### src/common/ada_mem_pkg.sv
package ada_mem_pkg;

    // width of one memory word.
    localparam int DATA_W = 32;

    // word address width.
    localparam int ADDR_W = 8;

    // number of words in the shared RAM.
    localparam int DEPTH = 1 << ADDR_W;

    // one extra bit so a sum can span the whole memory.
    localparam int CNT_W = ADDR_W + 1;

    // load/store bus opcode.
    typedef enum logic {
        bus_read  = 1'b0,
        bus_write = 1'b1
    } bus_op_e;

    // debug host opcode.
    // code 3 is not assigned and is treated as a peek.
    typedef enum logic [1:0] {
        dbg_peek = 2'd0,
        dbg_poke = 2'd1,
        dbg_sum  = 2'd2
    } dbg_op_e;

    // bus port handshake states.
    typedef enum logic [1:0] {
        bus_idle   = 2'd0,
        bus_access = 2'd1,
        bus_ack    = 2'd2
    } bus_state_e;

    // debug port states.
    // the two sum states walk the address range and drain the pipeline.
    typedef enum logic [2:0] {
        dbg_idle     = 3'd0,
        dbg_access   = 3'd1,
        dbg_sum_run  = 3'd2,
        dbg_sum_last = 3'd3,
        dbg_ack      = 3'd4
    } dbg_state_e;

endpackage

### src/design/mem_bus_port.sv
`timescale 1ns/100ps

module mem_bus_port (
    input  logic                            a_clk,
    input  logic                            rst,
    input  logic                            bus_req,
    input  ada_mem_pkg::bus_op_e            bus_op,
    input  logic [ada_mem_pkg::ADDR_W-1:0]  bus_addr,
    input  logic [ada_mem_pkg::DATA_W-1:0]  bus_wdata,
    output logic                            bus_ack,
    output logic [ada_mem_pkg::DATA_W-1:0]  bus_rdata,
    output logic                            a_wr,
    output logic [ada_mem_pkg::ADDR_W-1:0]  a_addr,
    output logic [ada_mem_pkg::DATA_W-1:0]  a_din,
    input  logic [ada_mem_pkg::DATA_W-1:0]  a_dout
);

    ada_mem_pkg::bus_state_e state;

    // high only in the idle cycle where a new request is sampled.
    logic start;

    assign start = (state == ada_mem_pkg::bus_idle) && bus_req;

    // the RAM access is issued on the same edge that samples the request.
    // the write strobe is one cycle wide because the FSM leaves idle at once.
    assign a_wr   = start && (bus_op == ada_mem_pkg::bus_write);
    assign a_addr = bus_addr;
    assign a_din  = bus_wdata;

    always_ff @(posedge a_clk) begin
        if (rst) begin
            state     <= ada_mem_pkg::bus_idle;
            bus_ack   <= 1'b0;
            bus_rdata <= '0;
        end else begin
            case (state)
                ada_mem_pkg::bus_idle: begin
                    // wait for a request.
                    if (bus_req) begin
                        state <= ada_mem_pkg::bus_access;
                    end
                end
                ada_mem_pkg::bus_access: begin
                    // RAM output is valid now.
                    // on a write it echoes the stored word.
                    bus_rdata <= a_dout;
                    bus_ack   <= 1'b1;
                    state     <= ada_mem_pkg::bus_ack;
                end
                ada_mem_pkg::bus_ack: begin
                    // hold ack and data until the master drops req.
                    if (!bus_req) begin
                        bus_ack <= 1'b0;
                        state   <= ada_mem_pkg::bus_idle;
                    end
                end
                default: begin
                    bus_ack <= 1'b0;
                    state   <= ada_mem_pkg::bus_idle;
                end
            endcase
        end
    end

endmodule

### config.mk
export PLATFORM = sky130hd
export DESIGN_NAME = mem_bus_port
export DESIGN_NICKNAME = d
export VERILOG_FILES = /design/src/common/ada_mem_pkg.sv /design/src/design/mem_bus_port.sv
export SDC_FILE = /design/constraint.sdc
export NUM_CORES = 1
export LEC_CHECK = 0
export BUFFER_PORTS_ARGS = -buffer_cell sky130_fd_sc_hd__buf_2
export CORE_MARGIN = 5
export CORE_UTILIZATION = 39
export DETAILED_ROUTE_END_ITERATION = 8
export PLACE_DENSITY = 0.82
export SYNTH_ARGS = -nofsm -noshare
export SYNTH_HDL_FRONTEND = slang
export SYNTH_SLANG_ARGS = --single-unit
### constraint.sdc
create_clock -name a_clk -period 1.1 [get_ports a_clk]
set_input_delay 0.165 -clock a_clk [delete_from_list [all_inputs] [get_ports a_clk]]
set_output_delay 0.165 -clock a_clk [all_outputs]
set_load 0.01 [all_outputs]
==> impl_metrics.yaml, run 1 <==
synth:
  syn_avg_cell_area_sq_um: 9.58
  ys_seq_area_frac: 0.371
  netlist_area_sq_mm: 0.00189
  syn_nets: 273
  syn_inst: 197
  ys_types: 18
  yosysWarnings: 0
  ys_ff_latch: 35
final_layout:
  final_cells: 292
  final_cell_mix: "buf_2, nand2b_1, dfxtp_1, nand4bb_1, o21ai_0"
  stdcell_area_sq_mm: 0.00214
  final_nets: 301
  final_common_cell: "buf_2"
  area_delta_synth_final_pct: 13.5
  final_layout_size_suffix_gt1_frac: 0.409
  num_antenna_cells: 0
grt:
  grt_usage: 0.126
  grt_first_pass_wirelength_mm: 6.42
  antenna_found_initial: 0
  grt_pass1_vias: 1385
  grt_max_degree: 68
  overflow: 0
critical_path:
  r2r_end: "bus_rdata[2]$_SDFFE_PP0P_"
  critPathTopFamily: "flip-flops"
  path_cells: "buf_12, nor3b_2, buf_2"
  crit_slowest_cell: "dfxtp_4"
  reg2reg_slack_ps: -10
  critPathMaxStageDelay_ps: 350
  path_buf_inv: 2
  critical_path_required_ps: 940
  cp.arrival_ps: 1040
  startpoint: "state[1]$_SDFFE_PP0P_"
  rr_startpoint: "state[1]$_SDFFE_PP0P_"
  crit_fanout: 3
  setup.worst_path.class: "reg -> out"
  rr_worst_depth: 2
  start_kind: "flip-flop"
  crit_path_end_kind: "primary output"
place:
  place_area_sq_mm: 0.00198
  port_buffers: 69
  place_inst: 281
  gp_congestion: 0.671
  hpwlAfterDp_mm: 2.61
die:
  die_area_sq_mm: 0.00633
  rows: 25
  pin_count: 150
  core-area_sq_mm: 0.00472
  die_y_microns: 79.6
  fp.dieW_microns: 79.6
  start_util: 0.400
hold_path:
  min_to: "bus_rdata[23]$_SDFFE_PP0P_"
  hold_depth: 3
  worstHoldStart: "a_dout[23]"
  hp-class: "in -> reg"
timing:
  drv_slew: 0
  max-slew-margin-rel: 0.762
  hold_viol: 0
  grt_setup_unrepaired: "yes"
  worst_pin_slew_ps: 357
  fin_skew_ps: 6.64
  setup_viol: 5
  fin_ws_ps: -107
  max_freq_ghz: 0.829
  post-route-period-util: 1.10
  fin_crit_ps: 1210
drt:
  vias: 1391
  final_antenna_net_count: 0
  drt_iter0_drc: 63
  wl_mm: 3.99
  drc: 0
  firstDrtPassIters: 4
  wl_per_cell_microns: 13.7
  vias_per_cell: 4.76
outcome:
  violations: "negative setup slack"
  status: "complete, but fails checks"
job:
  cap_violations: 0
clock_network:
  cts_hold_buf: 0
  root_buffer: "clkbuf_8"
  path_clk_slew_ps: 60
  numCtsBuffers: 5
  cts_tree: "done"
  clock_sinks: 35
  htree_levels: 2
  clockBufferDepth: 2
  clock_latency_ps: 280
pwr:
  max-vdd-ir-drop_mv: 0.496
  power_density_mw_per_mm2: 1260
  power.leakage_nw: 0.888
[Yosys cell counts]
cell type  number  area [sq um]
dfxtp_1        35           701
buf_2           4          20.0
o21ai_1        11          55.1
o21ai_0        21           105
clkbuf_2        1          5.00
nor2_1          1          3.75
a211oi_1        1          7.51
nor3b_1         1          7.51
and2b_4         1          10.0
a21oi_1         1          5.00
buf_4          40           300
nor3_1          1          5.00
nand3b_1        1          7.51
nand4bb_1      32           360
nand2b_4        1          13.8
clkbuf_1        8          30.0
nand2b_1       33           206
buf_6           4          45.0
[kinds of logic after synthesis]
logic type | after synthesis | synth area share
buffers and inverters | 57 | 0.212
DFF | 35 | 0.371
AOI/OAI and AO/OA | 34 | 0.0914
and+or+nand+nor | 71 | 0.325
[power breakdown]
group	internal [mW]	switching (mW)	leakage, nW
clock network	0.491	0.413	0.0470
registers	1.33	0.0329	0.286
logic	0.228	0.197	0.554
total	2.05	0.644	0.888
[sequential cells by signal, summed over array words and instances, names as in the netlist]
name       flops
state          2
bus_ack        1
bus_rdata     32
[metrics by stage]
stage / hold slack (ps) / util / TNS [ps] / setup slack, ps / total power [mW]
after global routing: 157 / 0.454 / -2700 / -171 / 2.85
after detailed placement: 330 / 0.420 / -48.5 / -19.6 / 1.79
final: 154 / 0.454 / -123 / -107 / 2.70
after floorplan: 305 / - / 0 / 44.2 / 1.78
after CTS: 141 / 0.451 / -222 / -135 / 2.75
after global placement: 330 / 0.420 / 0 / 23.2 / 1.78
[area by class of cell]
class,instances,area [sq um]
fill,456,2580
multi-input combinational,105,802
sequential,35,706
timing repair buffer,78,463
tap,67,83.8
clock buffer,6,82.6
clock inverter,1,5.00
[worst max-delay path by stage]
stage	cells after the start	end	slack [ps]
3_3_place_gp	2	bus_rdata[31]$_SDFFE_PP0P_	20
5_1_grt	3	a_wr	-170
4_1_cts	3	a_wr	-140
6_report	3	a_wr	-110
3_5_place_dp	2	bus_rdata[7]$_SDFFE_PP0P_	-20
2_1_floorplan	3	a_wr	40
[worst register-to-register path: cells and delay by family, from the launching register on]
kind            cells  cell delay, ps
flops               1             350
compound gates      1             160
simple gates        1             470
[metal layers]
layer / vias up / wire (microns) / global-route usage / share of wire
li1: 693 / - / - / -
met1: 638 / 1730 / 0.152 / 0.43
met2: 48 / 1910 / 0.211 / 0.48
met3: 12 / 288 / 0.0316 / 0.072
met4: 0 / 67 / 0.0533 / 0.017
met5: - / 0 / 0 / 0
[repair_timing]
item                                    in CTS  in global routing
gates cloned                                 1                  0
resized for setup                            6                  2
pin swaps                                    0                  6
endpoints found under the setup margin      12                 35
setup buffers                                3                  0
Note: power is estimated with default switching activity, not from simulation.
==> run 2: changes to the inputs <==
--- a/config.mk
+++ b/config.mk
@@ -5,11 +5,14 @@
 export SDC_FILE = /design/constraint.sdc
 export NUM_CORES = 1
 export LEC_CHECK = 0
+export ABC_AREA = 1
 export BUFFER_PORTS_ARGS = -buffer_cell sky130_fd_sc_hd__buf_2
+export CORE_ASPECT_RATIO = 0.8
 export CORE_MARGIN = 5
-export CORE_UTILIZATION = 39
+export CORE_UTILIZATION = 40
+export CTS_BUF_LIST = sky130_fd_sc_hd__clkbuf_8
 export DETAILED_ROUTE_END_ITERATION = 8
-export PLACE_DENSITY = 0.82
+export PLACE_DENSITY = 0.85
 export SYNTH_ARGS = -nofsm -noshare
 export SYNTH_HDL_FRONTEND = slang
 export SYNTH_SLANG_ARGS = --single-unit
==> run 2 against run 1 <==
Effect of this change:
- the run still ends with negative setup slack left
- wire length down 4.6%
- clock power down 4.8%
- clock skew down 5.8 ps
- die area down 6.7%
- register-to-register slack better by 80 ps
- first-iteration DRC count down 16%
- critical endpoint unchanged
- highest routed layer unchanged
==> impl_metrics.yaml, run 2 <==
outcome:
  status: "complete, but fails checks"
  violations: "negative setup slack"
clock_network:
  root_buffer: "clkbuf_8"
  clock_sinks: 35
  clock_latency_ps: 280
  cts_tree: "done"
  clockBufferDepth: 2
  htree_levels: 2
  path_clk_slew_ps: 70
  numCtsBuffers: 5
pwr:
  power_density_mw_per_mm2: 1410
  p_total_mw: 2.86
  max-vdd-ir-drop_mv: 0.700
  power.leakage_nw: 1.15
grt:
  grt_pass1_vias: 1441
  grt_usage: 0.134
  overflow: 0
  antenna_found_initial: 0
  grt_first_pass_wirelength_mm: 6.40
  grt_max_degree: 33
critical_path:
  crit_fanout: 3
  critical_path_required_ps: 940
  reg2reg_slack_ps: 70
  crit_path_end_kind: "primary output"
  rr_worst_depth: 6
  start_kind: "flip-flop"
  setup.worst_path.class: "reg -> out"
  cp.arrival_ps: 980
timing:
  drv_slew: 0
  setup_viol: 1
  final.setup.tns_ps: -46.2
  max-slew-margin-rel: 0.866
  hold_viol: 0
  max_freq_ghz: 0.872
  worst_pin_slew_ps: 201
  holdWs_ps: 58.6
  grt_setup_unrepaired: "yes"
  fin_crit_ps: 1150
  fin_skew_ps: 0.870
  fin_ws_ps: -46.2
  post-route-period-util: 1.04
final_layout:
  final_common_cell: "buf_2"
  final_layout_size_suffix_gt1_frac: 0.320
  fillCellCount: 471
  max_flop_register: "bus_rdata"
  final_nets: 369
  final_cell_mix: "buf_2, nor2_1, inv_1, dfxtp_1"
  num_antenna_cells: 0
  largest_reg_flops: 32
  area_delta_synth_final_pct: 13.5
  reg_top3: "bus_rdata: 32 flops, state: 2 flops, bus_ack: 1 flops"
job:
  cap_violations: 0
synth:
  synth_edf_count: 0
  synth_top_area_frac: 0.392
  ys_ff_latch: 35
  yosysMostFrequentCell: "nor2_1"
  ys_seq_area_frac: 0.392
  ys_async_sr_fraction: 0
  syn_nets: 337
  syn_inst: 261
  yosys.area.top_type: "dfxtp_1"
  synth_common_cells: "nor2_1, buf_4, dfxtp_1"
  yosysWarnings: 0
  netlist_area_sq_mm: 0.00179
  syn_avg_cell_area_sq_um: 6.84
  ys_types: 14
  yosys-top-cells-area: "dfxtp_1, buf_4, nor2_1"
  ys.flop_type: "dfxtp_1"
drt:
  drt_iter0_drc: 53
  drc: 0
  firstDrtPassIters: 4
  wl_mm: 3.81
  final_antenna_net_count: 0
  vias: 1533
  vias_per_cell: 4.37
  wl_per_cell_microns: 10.9
place:
  gp_congestion: 0.790
  port_buffers: 69
  hpwlAfterDp_mm: 2.78
die:
  core-area_sq_mm: 0.00426
  rows: 21
  pin_count: 150
  die_y_microns: 69.8
  die_area_sq_mm: 0.00591
  fp.dieW_microns: 84.7
  start_util: 0.419
hold_path:
  hold_depth: 2
  hp-class: "in -> reg"
==> run 2: layer usage <==
metal,global-route usage,vias to the layer above,wire (microns)
met2,0.216,64,1740
li1,-,796,-
met5,0,-,0
met3,0.0594,15,373
met4,0.0598,0,72
met1,0.151,658,1630
==> run 2: path summary, 6_finish.rpt <==
path	startpoint	end
setup / recovery	state[1]$_SDFFE_PP0P_	a_wr
hold / removal	rst	state[0]$_SDFFE_PP0P_
setup reg to reg	state[1]$_SDFFE_PP0P_	bus_rdata[22]$_SDFFE_PP0P_
hold reg to reg	bus_rdata[27]$_SDFFE_PP0P_	bus_rdata[27]$_SDFFE_PP0P_
==> run 2: per-stage QoR <==
stage,setup WS [ps],std cells,instance area (sq um),util
3_3_place_gp,102,341,1900,0.446
3_5_place_dp,50.4,341,1900,0.446
2_1_floorplan,70.8,261,1790,-
5_1_grt,-127,351,2030,0.476
6_report,-46.2,351,2030,0.476
4_1_cts,-79.8,351,2000,0.470
==> run 2: timing repair <==
item,CTS,global route
pin swaps,0,0
endpoints found under the setup margin,1,29
setup buffers,2,0
resized for setup,2,9
cloned,0,0
endpoints found under the hold margin,0,0
hold buffers,0,0
==> run 2: kinds of logic after synthesis <==
group	synth area share
flip-flops	0.392
buffers and inverters	0.290
AND/OR/NAND/NOR	0.309
AO/OA/AOI/OAI	0.00841
==> run 2: power by group <==
part	internal [mW]	total, mW	switching, mW
Sequential	1.37	1.42	0.0518
Clock	0.425	0.861	0.436
Combinational	0.260	0.573	0.313
==> run 2: final cells by class <==
type	instances	area (sq um)	area share
flip-flops and latches	35	703	0.347
well taps	57	71.3	0.0352
clock buffers	5	68.8	0.0340
inverters	36	135	0.0667
clock inverters	3	12.5	0.00618
repair buffers	78	453	0.224
multi-input cells	137	582	0.287
==> run 2: critical path, stage by stage, from the launching register on <==
cell and delay (ps):
dfxtp_2 350, inv_2 60, nand3_2 80, nor2_2 80
buf_2 130
