### src/common/ada_mem_pkg.sv
package ada_mem_pkg;

    // width of one memory word.
    localparam int DATA_W = 32;

    // word address width.
    localparam int ADDR_W = 8;

    // number of words in the shared RAM.
    localparam int DEPTH = 1 << ADDR_W;

    // one extra bit so a sum can span the whole memory.
    localparam int CNT_W = ADDR_W + 1;

    // load/store bus opcode.
    typedef enum logic {
        bus_read  = 1'b0,
        bus_write = 1'b1
    } bus_op_e;

    // debug host opcode.
    // code 3 is not assigned and is treated as a peek.
    typedef enum logic [1:0] {
        dbg_peek = 2'd0,
        dbg_poke = 2'd1,
        dbg_sum  = 2'd2
    } dbg_op_e;

    // bus port handshake states.
    typedef enum logic [1:0] {
        bus_idle   = 2'd0,
        bus_access = 2'd1,
        bus_ack    = 2'd2
    } bus_state_e;

    // debug port states.
    // the two sum states walk the address range and drain the pipeline.
    typedef enum logic [2:0] {
        dbg_idle     = 3'd0,
        dbg_access   = 3'd1,
        dbg_sum_run  = 3'd2,
        dbg_sum_last = 3'd3,
        dbg_ack      = 3'd4
    } dbg_state_e;

endpackage

### src/debug_port/debug_port.sv
`timescale 1ns/100ps

module debug_port (
    input  logic                            a_clk,
    input  logic                            rst,
    input  logic                            dbg_req,
    input  ada_mem_pkg::dbg_op_e            dbg_op,
    input  logic [ada_mem_pkg::ADDR_W-1:0]  dbg_addr,
    input  logic [ada_mem_pkg::CNT_W-1:0]   dbg_count,
    input  logic [ada_mem_pkg::DATA_W-1:0]  dbg_wdata,
    output logic                            dbg_ack,
    output logic [ada_mem_pkg::DATA_W-1:0]  dbg_rdata,
    output logic                            b_wr,
    output logic [ada_mem_pkg::ADDR_W-1:0]  b_addr,
    output logic [ada_mem_pkg::DATA_W-1:0]  b_din,
    input  logic [ada_mem_pkg::DATA_W-1:0]  b_dout
);

    ada_mem_pkg::dbg_state_e state;

    // opcode of the transaction in progress.
    ada_mem_pkg::dbg_op_e op_q;

    // sum walk address, wraps at DEPTH by its width.
    logic [ada_mem_pkg::ADDR_W-1:0] addr_q;

    // words still to be addressed in the sum walk.
    logic [ada_mem_pkg::CNT_W-1:0] remain_q;

    // running sum, wraps modulo 2**DATA_W.
    logic [ada_mem_pkg::DATA_W-1:0] acc_q;

    // set once the RAM output holds a word from the walk.
    logic rd_valid_q;

    logic start;

    assign start = (state == ada_mem_pkg::dbg_idle) && dbg_req;

    // peek and poke hit the RAM on the edge that samples the request.
    // during a sum walk the counter owns the address.
    assign b_wr   = start && (dbg_op == ada_mem_pkg::dbg_poke);
    assign b_addr = (state == ada_mem_pkg::dbg_idle) ? dbg_addr : addr_q;
    assign b_din  = dbg_wdata;

    always_ff @(posedge a_clk) begin
        if (rst) begin
            state      <= ada_mem_pkg::dbg_idle;
            op_q       <= ada_mem_pkg::dbg_peek;
            addr_q     <= '0;
            remain_q   <= '0;
            acc_q      <= '0;
            rd_valid_q <= 1'b0;
            dbg_ack    <= 1'b0;
            dbg_rdata  <= '0;
        end else begin
            case (state)
                ada_mem_pkg::dbg_idle: begin
                    // latch the request and clear the walk state.
                    addr_q     <= dbg_addr;
                    remain_q   <= dbg_count;
                    acc_q      <= '0;
                    rd_valid_q <= 1'b0;
                    if (dbg_req) begin
                        op_q <= dbg_op;
                        // an empty sum finishes like a peek.
                        if (dbg_op == ada_mem_pkg::dbg_sum && dbg_count != '0) begin
                            state <= ada_mem_pkg::dbg_sum_run;
                        end else begin
                            state <= ada_mem_pkg::dbg_access;
                        end
                    end
                end
                ada_mem_pkg::dbg_access: begin
                    // single word result, or zero for an empty sum.
                    if (op_q == ada_mem_pkg::dbg_sum) begin
                        dbg_rdata <= '0;
                    end else begin
                        dbg_rdata <= b_dout;
                    end
                    dbg_ack <= 1'b1;
                    state   <= ada_mem_pkg::dbg_ack;
                end
                ada_mem_pkg::dbg_sum_run: begin
                    // one address per cycle.
                    // the word from the previous address arrives now.
                    if (rd_valid_q) begin
                        acc_q <= acc_q + b_dout;
                    end
                    rd_valid_q <= 1'b1;
                    addr_q     <= addr_q + 1'b1;
                    remain_q   <= remain_q - 1'b1;
                    if (remain_q == ada_mem_pkg::CNT_W'(1)) begin
                        state <= ada_mem_pkg::dbg_sum_last;
                    end
                end
                ada_mem_pkg::dbg_sum_last: begin
                    // last word drains out of the RAM pipeline.
                    dbg_rdata <= acc_q + b_dout;
                    dbg_ack   <= 1'b1;
                    state     <= ada_mem_pkg::dbg_ack;
                end
                ada_mem_pkg::dbg_ack: begin
                    // hold the result until the host drops req.
                    if (!dbg_req) begin
                        dbg_ack <= 1'b0;
                        state   <= ada_mem_pkg::dbg_idle;
                    end
                end
                default: begin
                    dbg_ack <= 1'b0;
                    state   <= ada_mem_pkg::dbg_idle;
                end
            endcase
        end
    end

endmodule

### config.mk
export PLATFORM = sky130hd
export DESIGN_NAME = debug_port
export DESIGN_NICKNAME = d
export VERILOG_FILES = /design/src/common/ada_mem_pkg.sv /design/src/debug_port/debug_port.sv
export SDC_FILE = /design/constraint.sdc
export NUM_CORES = 1
export LEC_CHECK = 0
export BUFFER_PORTS_ARGS = -buffer_cell sky130_fd_sc_hd__buf_2
export CAP_MARGIN = 20
export CORE_ASPECT_RATIO = 1.25
export CORE_UTILIZATION = 50
export CTS_BUF_LIST = sky130_fd_sc_hd__clkbuf_8
export DETAILED_ROUTE_END_ITERATION = 8
export GPL_TIMING_DRIVEN = 0
export PLACE_DENSITY = 0.85
export SLEW_MARGIN = 20
export SYNTH_ARGS = -nofsm -noshare
export SYNTH_HDL_FRONTEND = slang
export SYNTH_SLANG_ARGS = --single-unit
### constraint.sdc
create_clock -name a_clk -period 4.73 [get_ports a_clk]
set_clock_uncertainty 0.1 [all_clocks]
set_input_delay 0.946 -clock a_clk [delete_from_list [all_inputs] [get_ports a_clk]]
set_output_delay 0.946 -clock a_clk [all_outputs]
set_load 0.02 [all_outputs]
==> impl_metrics.tcl, run 1 <==
set metrics [dict create \
    outcome "complete, no violations" \
    gp_congestion 0.9483 \
    drc 0 \
    fin_setup_tns_ns 0 \
    path_clk_slew_ns 0.09 \
    critPathMaxStageDelay_ns 0.38 \
    crit_required_ns 3.68 \
    hp-class "register to register" \
    syn-num-nets 807 \
    rows 43 \
    drv_slew 0 \
    seq_area_sq_um 1762 \
    ys_seq_area_share_pct 31.25 \
    comb_power_share_pct 26.1 \
    post_drt_wl_per_cell_um 16.08 \
    ant_nets 0 \
    final_util_pct 60.11 \
    routed.top_layer "met4" \
    critPathTopFamily "simple AND/OR/NAND/NOR gates" \
    multi_input_area_sq_um 3405 \
    syn_area_sq_um 5638 \
    pwr-share-clk_pct 28.6 \
    grt_pass1_vias 5390 \
    antenna_found_initial 0 \
    wl_met3_um 1172 \
    hpwl_um 11980 \
    finalHoldViolations 0 \
    tightest_slew_ns 0.8065 \
    synth_warnings 0 \
    grt.overflow.total 0 \
    wl_met1_um 6161 \
    die_h_um 120.7 \
    final_common_cell "buf_2" \
    powerDensity_nw_per_um2 273.8 \
    clock_sinks 88 \
    power.switching_w 0.0005992 \
    synth_edf_count 0 \
    root_buffer "clkbuf_8" \
    synth_flop_cell "dfxtp_1" \
    crit_arrival_ns 2.59 \
    cts_made_buffers 9 \
    track_usage_pct 26.67 \
    met2_length_um 7575 \
    crit_type "register to output port" \
    cts_hold_buf 0 \
    setup_viol 0 \
    clkLatencyLatePin_ns 0.37 \
    grt_max_degree 14 \
    min_period_ns 3.633 \
    fin_nets 945 \
    dieArea_sq_um 11710 \
    area_growth_pct 17.60 \
    switching_share_pct 33.01 \
    vias_per_cell 5.926 \
    fp.coreArea_sq_um 11030 \
    io_pins 160 \
    die_width_um 96.98 \
    avgSynthCellArea_sq_um 8.219 \
    p_seq_share_pct 45.3 \
    layout-drive-gt1-share_pct 22.83 \
    rrSetupSlack_ns 1.48 \
    post-route-period-util_pct 76.80 \
    cts_buffer_depth 2 \
    grt_pass1_wl_um 25410 \
    worstPathMaxFanout 10 \
    dr.pass1.iters 5 \
    max-cap-violations 0 \
    dr_total_vias 5707 \
    start_util_pct 51.12 \
    diodes 0 \
    critPathBufInv 3 \
    rsz0062_at_grt "no" \
    final_cell_mix "buf_2, nor2_1, dfxtp_1, nand2_1, a21oi_1" \
    relSlewSlack_pct 45.88 \
    slowest_stage "clkbuf_1" \
    start_kind "register" \
    wirelength_um 15480 \
    synthArstFlopShare_pct 0 \
    crit_path_end_kind "output port" \
    crit_chain "or2_2, clkbuf_1, nor2_1, clkbuf_1, nand2_1, nor3b_1, buf_2" \
    crit_path_frequent_cell "clkbuf_1" \
    leakage_nw 2.993 \
    fmax_mhz 275.3 \
    cts_tree "built" \
    irDropWorstVdd_v 0.0001851 \
    p_int_w 0.001216 \
    cts_resized 0 \
    synth_cell_types 61 \
    ys_ff_latch 88 \
    port_buffers 127 \
    syn_inst 686 \
    postCtsSetupBuffers 0 \
    fill_cells 1040 \
    htreeDepth 3 \
    drt_iter0_drc 376 \
]
[final cells by class]
class	instances	share of cell area (%)
Buffer	76	6.209
Clock buffer	10	2.076
Clock inverter	5	0.7549
Inverter	16	0.9058
Multi-Input combinational cell	506	51.35
Sequential cell	88	26.57
Tap cell	135	2.548
Timing Repair Buffer	127	9.587
[worst min-delay path, stage by stage (launching register included)]
cell,delay [ns]
dfxtp_1,0.32
nand2_1,0.05
a21oi_1,0.05
[Yosys cell counts, types with 3 or more instances]
cell type	n	area, sq um
nor2_1	88	330.3
xnor2_1	19	166.4
or4_1	3	22.52
a22o_1	14	122.6
buf_4	33	247.7
a41oi_1	4	35.03
o21bai_1	5	37.54
inv_1	16	60.06
a21oi_1	45	225.2
nand3b_1	3	22.52
clkbuf_1	39	146.4
nand3_1	20	100.1
nand2_1	48	180.2
or3_1	4	25.02
dfxtp_1	88	1762
o21ai_1	3	15.01
nand2b_1	6	37.54
o21a_1	4	30.03
and3_1	4	25.02
xor2_1	13	113.9
a222oi_1	26	260.3
mux2_2	6	67.56
nand4_1	8	50.05
ha_1	34	425.4
o211ai_1	4	30.03
a31oi_1	8	50.05
o2bb2ai_1	4	35.03
a21o_1	14	105.1
nor3_1	7	35.03
a211oi_1	12	90.09
o22ai_1	3	18.77
a22oi_1	27	202.7
o21ai_0	24	120.1
o31ai_1	11	82.58
nor2b_1	7	43.79
[worst paths after layout]
kind	start	endpoint	cells past startpoint
setup / recovery	state[2]	b_wr	7
hold / removal	op_q[0]	op_q[0]	2
setup reg to reg	acc_q[0]	dbg_rdata[26]	11
hold reg to reg	op_q[0]	op_q[0]	2
[state kept, by name, summed over array words and instances, names as in the netlist]
name	count
dbg_ack	1
acc_q	32
state	3
addr_q	8
dbg_rdata	32
remain_q	9
op_q	2
rd_valid_q	1
[kinds of logic after synthesis]
group	Yosys count	share of synthesized area [%]
AOI/OAI and AO/OA	222	29.05
and+or+nand+nor	209	16.91
buffers and inverters	92	8.367
DFF	88	31.25
adders and majority gates	35	7.901
xor gates and xnor gates	32	4.971
muxes	8	1.553
[per-stage QoR]
stage / power [W] / area (sq um) / hold WS [ns] / setup WS [ns] / cells
final: 0.001815 / 6630 / 0.3623 / 1.097 / 963
after global placement: 0.001299 / 6442 / 0.3450 / 0.7954 / 948
after floorplan: 0.001155 / 5638 / 0.3318 / 1.395 / 686
after detailed placement: 0.001308 / 6442 / 0.3492 / 0.7937 / 948
after global routing: 0.001907 / 6630 / 0.3986 / 0.8420 / 963
after CTS: 0.001823 / 6630 / 0.3613 / 1.068 / 963
[power groups by stage]
stage               logic, W  registers, W  clock network, W
finish              0.000474      0.000823          0.000518
floorplan           0.000297      0.000858                 0
detailed placement  0.000468      0.000839                 0
global route        0.000517      0.000830          0.000560
global placement    0.000461      0.000838                 0
CTS                 0.000471      0.000822          0.000530
[per-layer routing]
metal	global-route usage (%)	vias up
met3	3.988	43
met2	46.96	220
li1	-	2798
met5	0	-
met1	31.56	2646
met4	13.15	0
Note: power is estimated with default switching activity, not from simulation.
==> inputs of run 2 (changes only) <==
CORE_UTILIZATION = 49   (was 50)
PLACE_DENSITY = 0.87   (was 0.85)
clock period = 3 ns   (was 4.73 ns; I/O delays follow)
==> run 2 against run 1 <==
Compared with the run above: the run now ends with design-rule violations left; combinational power up 60%; setup slack lost 1.0 ns; first-iteration DRC count increased by 62%; hold slack about the same; critical path depth is 6 higher; die area grew 2.0%; routed wire length is 5.9% higher; critical path type is now input pin to register.
==> impl_metrics.tcl, run 2 (synthesis results as in run 1) <==
set metrics [dict create \
    crit_type "input pin to register" \
    crit_required_ns 3.13 \
    fin_nets 949 \
    track_usage_pct 27.11 \
    setup_viol 0 \
    gp_congestion 0.9106 \
    clkLatencyLatePin_ns 0.37 \
    cts_tree "built" \
    final_cell_mix "buf_2, dfxtp_1, nor2_1, nand2_1, a21oi_1" \
    hold_depth 2 \
    final_util_pct 60.48 \
    dr_total_vias 5908 \
    fmax_mhz 339.6 \
    relSlewSlack_pct 44.65 \
    violations "design-rule violations" \
    fin_setup_tns_ns 0 \
    post_drt_wl_per_cell_um 16.96 \
    max-cap-violations 0 \
    root_buffer "clkbuf_8" \
    drv_slew 0 \
    io_pins 160 \
    path_clk_slew_ns 0.09 \
    drc 16 \
    htreeDepth 3 \
    vias_per_cell 6.110 \
    worstPathMaxFanout 4 \
    diodes 0 \
    start_kind "input pin" \
    tightest_slew_ns 0.8247 \
    cts_buffer_depth 2 \
    rows 43 \
    dieArea_sq_um 11940 \
    final_common_cell "buf_2" \
    outcome "finished, violations left" \
    powerDensity_nw_per_um2 448.3 \
    fin_area_sq_um 6735 \
    irDropWorstVdd_v 0.0002596 \
    top_regs "acc_q x32, dbg_rdata x32, remain_q x9" \
    seq_area_sq_um 1762 \
    layout-drive-gt1-share_pct 24.52 \
    cts_made_buffers 9 \
    grt.overflow.total 0 \
    die_h_um 121.9 \
    r2r_cells 12 \
    layout.cells.non_filler 967 \
    hpwl_um 12090 \
    clock_sinks 88 \
    dp.cells 948 \
    finalHoldViolations 0 \
    crit_arrival_ns 3.08 \
    die_width_um 97.94 \
    grt_pass1_wl_um 26010 \
    dr.pass1.iters 8 \
    grt_max_degree 15 \
    multi_input_area_sq_um 3431 \
    drt_iter0_drc 610 \
    leakage_nw 3.037 \
    fill_cells 1002 \
    post-route-period-util_pct 98.17 \
    area_growth_pct 19.46 \
    grt_pass1_vias 5508 \
    hp-class "register to register" \
    crit_path_end_kind "register" \
    fp.coreArea_sq_um 11140 \
    wirelength_um 16400 \
    place_area_sq_um 6442 \
    ant_nets 0 \
    antenna_found_initial 0 \
    port_buffers 127 \
    min_period_ns 2.945 \
    rsz0062_at_grt "yes" \
    start_util_pct 50.62 \
]
## run 2: critical path, stage by stage
cell and delay (ns):
buf_2 0.11, ha_1 0.24, fa_1 0.42, a21oi_2 0.18, o21ai_1 0.11, a21oi_2 0.20
buf_4 0.13, o211ai_1 0.16, a31oi_2 0.24, o21ai_2 0.14, xor2_1 0.17, a222oi_1 0.31
nor2_1 0.06
## run 2: power breakdown
| part | internal [W] | switching, W |
|---|---|---|
| clock network | 0.000513 | 0.000452 |
| logic | 0.000286 | 0.000471 |
| registers | 0.00124 | 0.0000581 |
## run 2: layout make-up
| cell class | instances | share of cell area [%] |
|---|---|---|
| plain buffers | 74 | 6.019 |
| clock buffers | 11 | 2.248 |
| multi-input cells | 506 | 50.94 |
| repair buffers | 133 | 10.11 |
| flip-flops and latches | 88 | 26.16 |
| well taps | 135 | 2.508 |
| clock inverters | 4 | 1.133 |
| inverters | 16 | 0.8917 |
## run 2: what timing repair did
item / CTS / global route
pin swaps: 2 / 5
gates resized for setup: 5 / 4
buffers inserted: 2 / 4
endpoints found under the setup margin: 10 / 15
endpoints found under the hold margin: 0 / 0
hold buffers: 0 / 0
## run 2: layer usage
metal	global-route usage [%]	wire, um	vias to the layer above
met2	48.11	8027	310
met5	0	0	-
met1	31.63	6538	2742
met3	4.647	1340	51
met4	13.07	491	0
li1	-	-	2805
## run 2: worst paths after layout
kind                            startpoint  slack [ns]             to
worst max-delay path             b_dout[0]        0.05  dbg_rdata[26]
worst min register to register     op_q[0]        0.36        op_q[0]
worst min-delay path               op_q[0]        0.36        op_q[0]
worst max register to register    acc_q[0]        0.08  dbg_rdata[26]
## run 2: per-stage QoR
step           hold WS [ns]  power (W)  setup slack (ns)
6_report             0.3625   0.003020           0.05499
2_1_floorplan        0.3318   0.001820           0.01148
3_3_place_gp         0.3416   0.002050           -0.5911
5_1_grt              0.4019   0.003148          -0.06598
3_5_place_dp         0.3508   0.002062           -0.6284
4_1_cts              0.3636   0.003009           0.02081
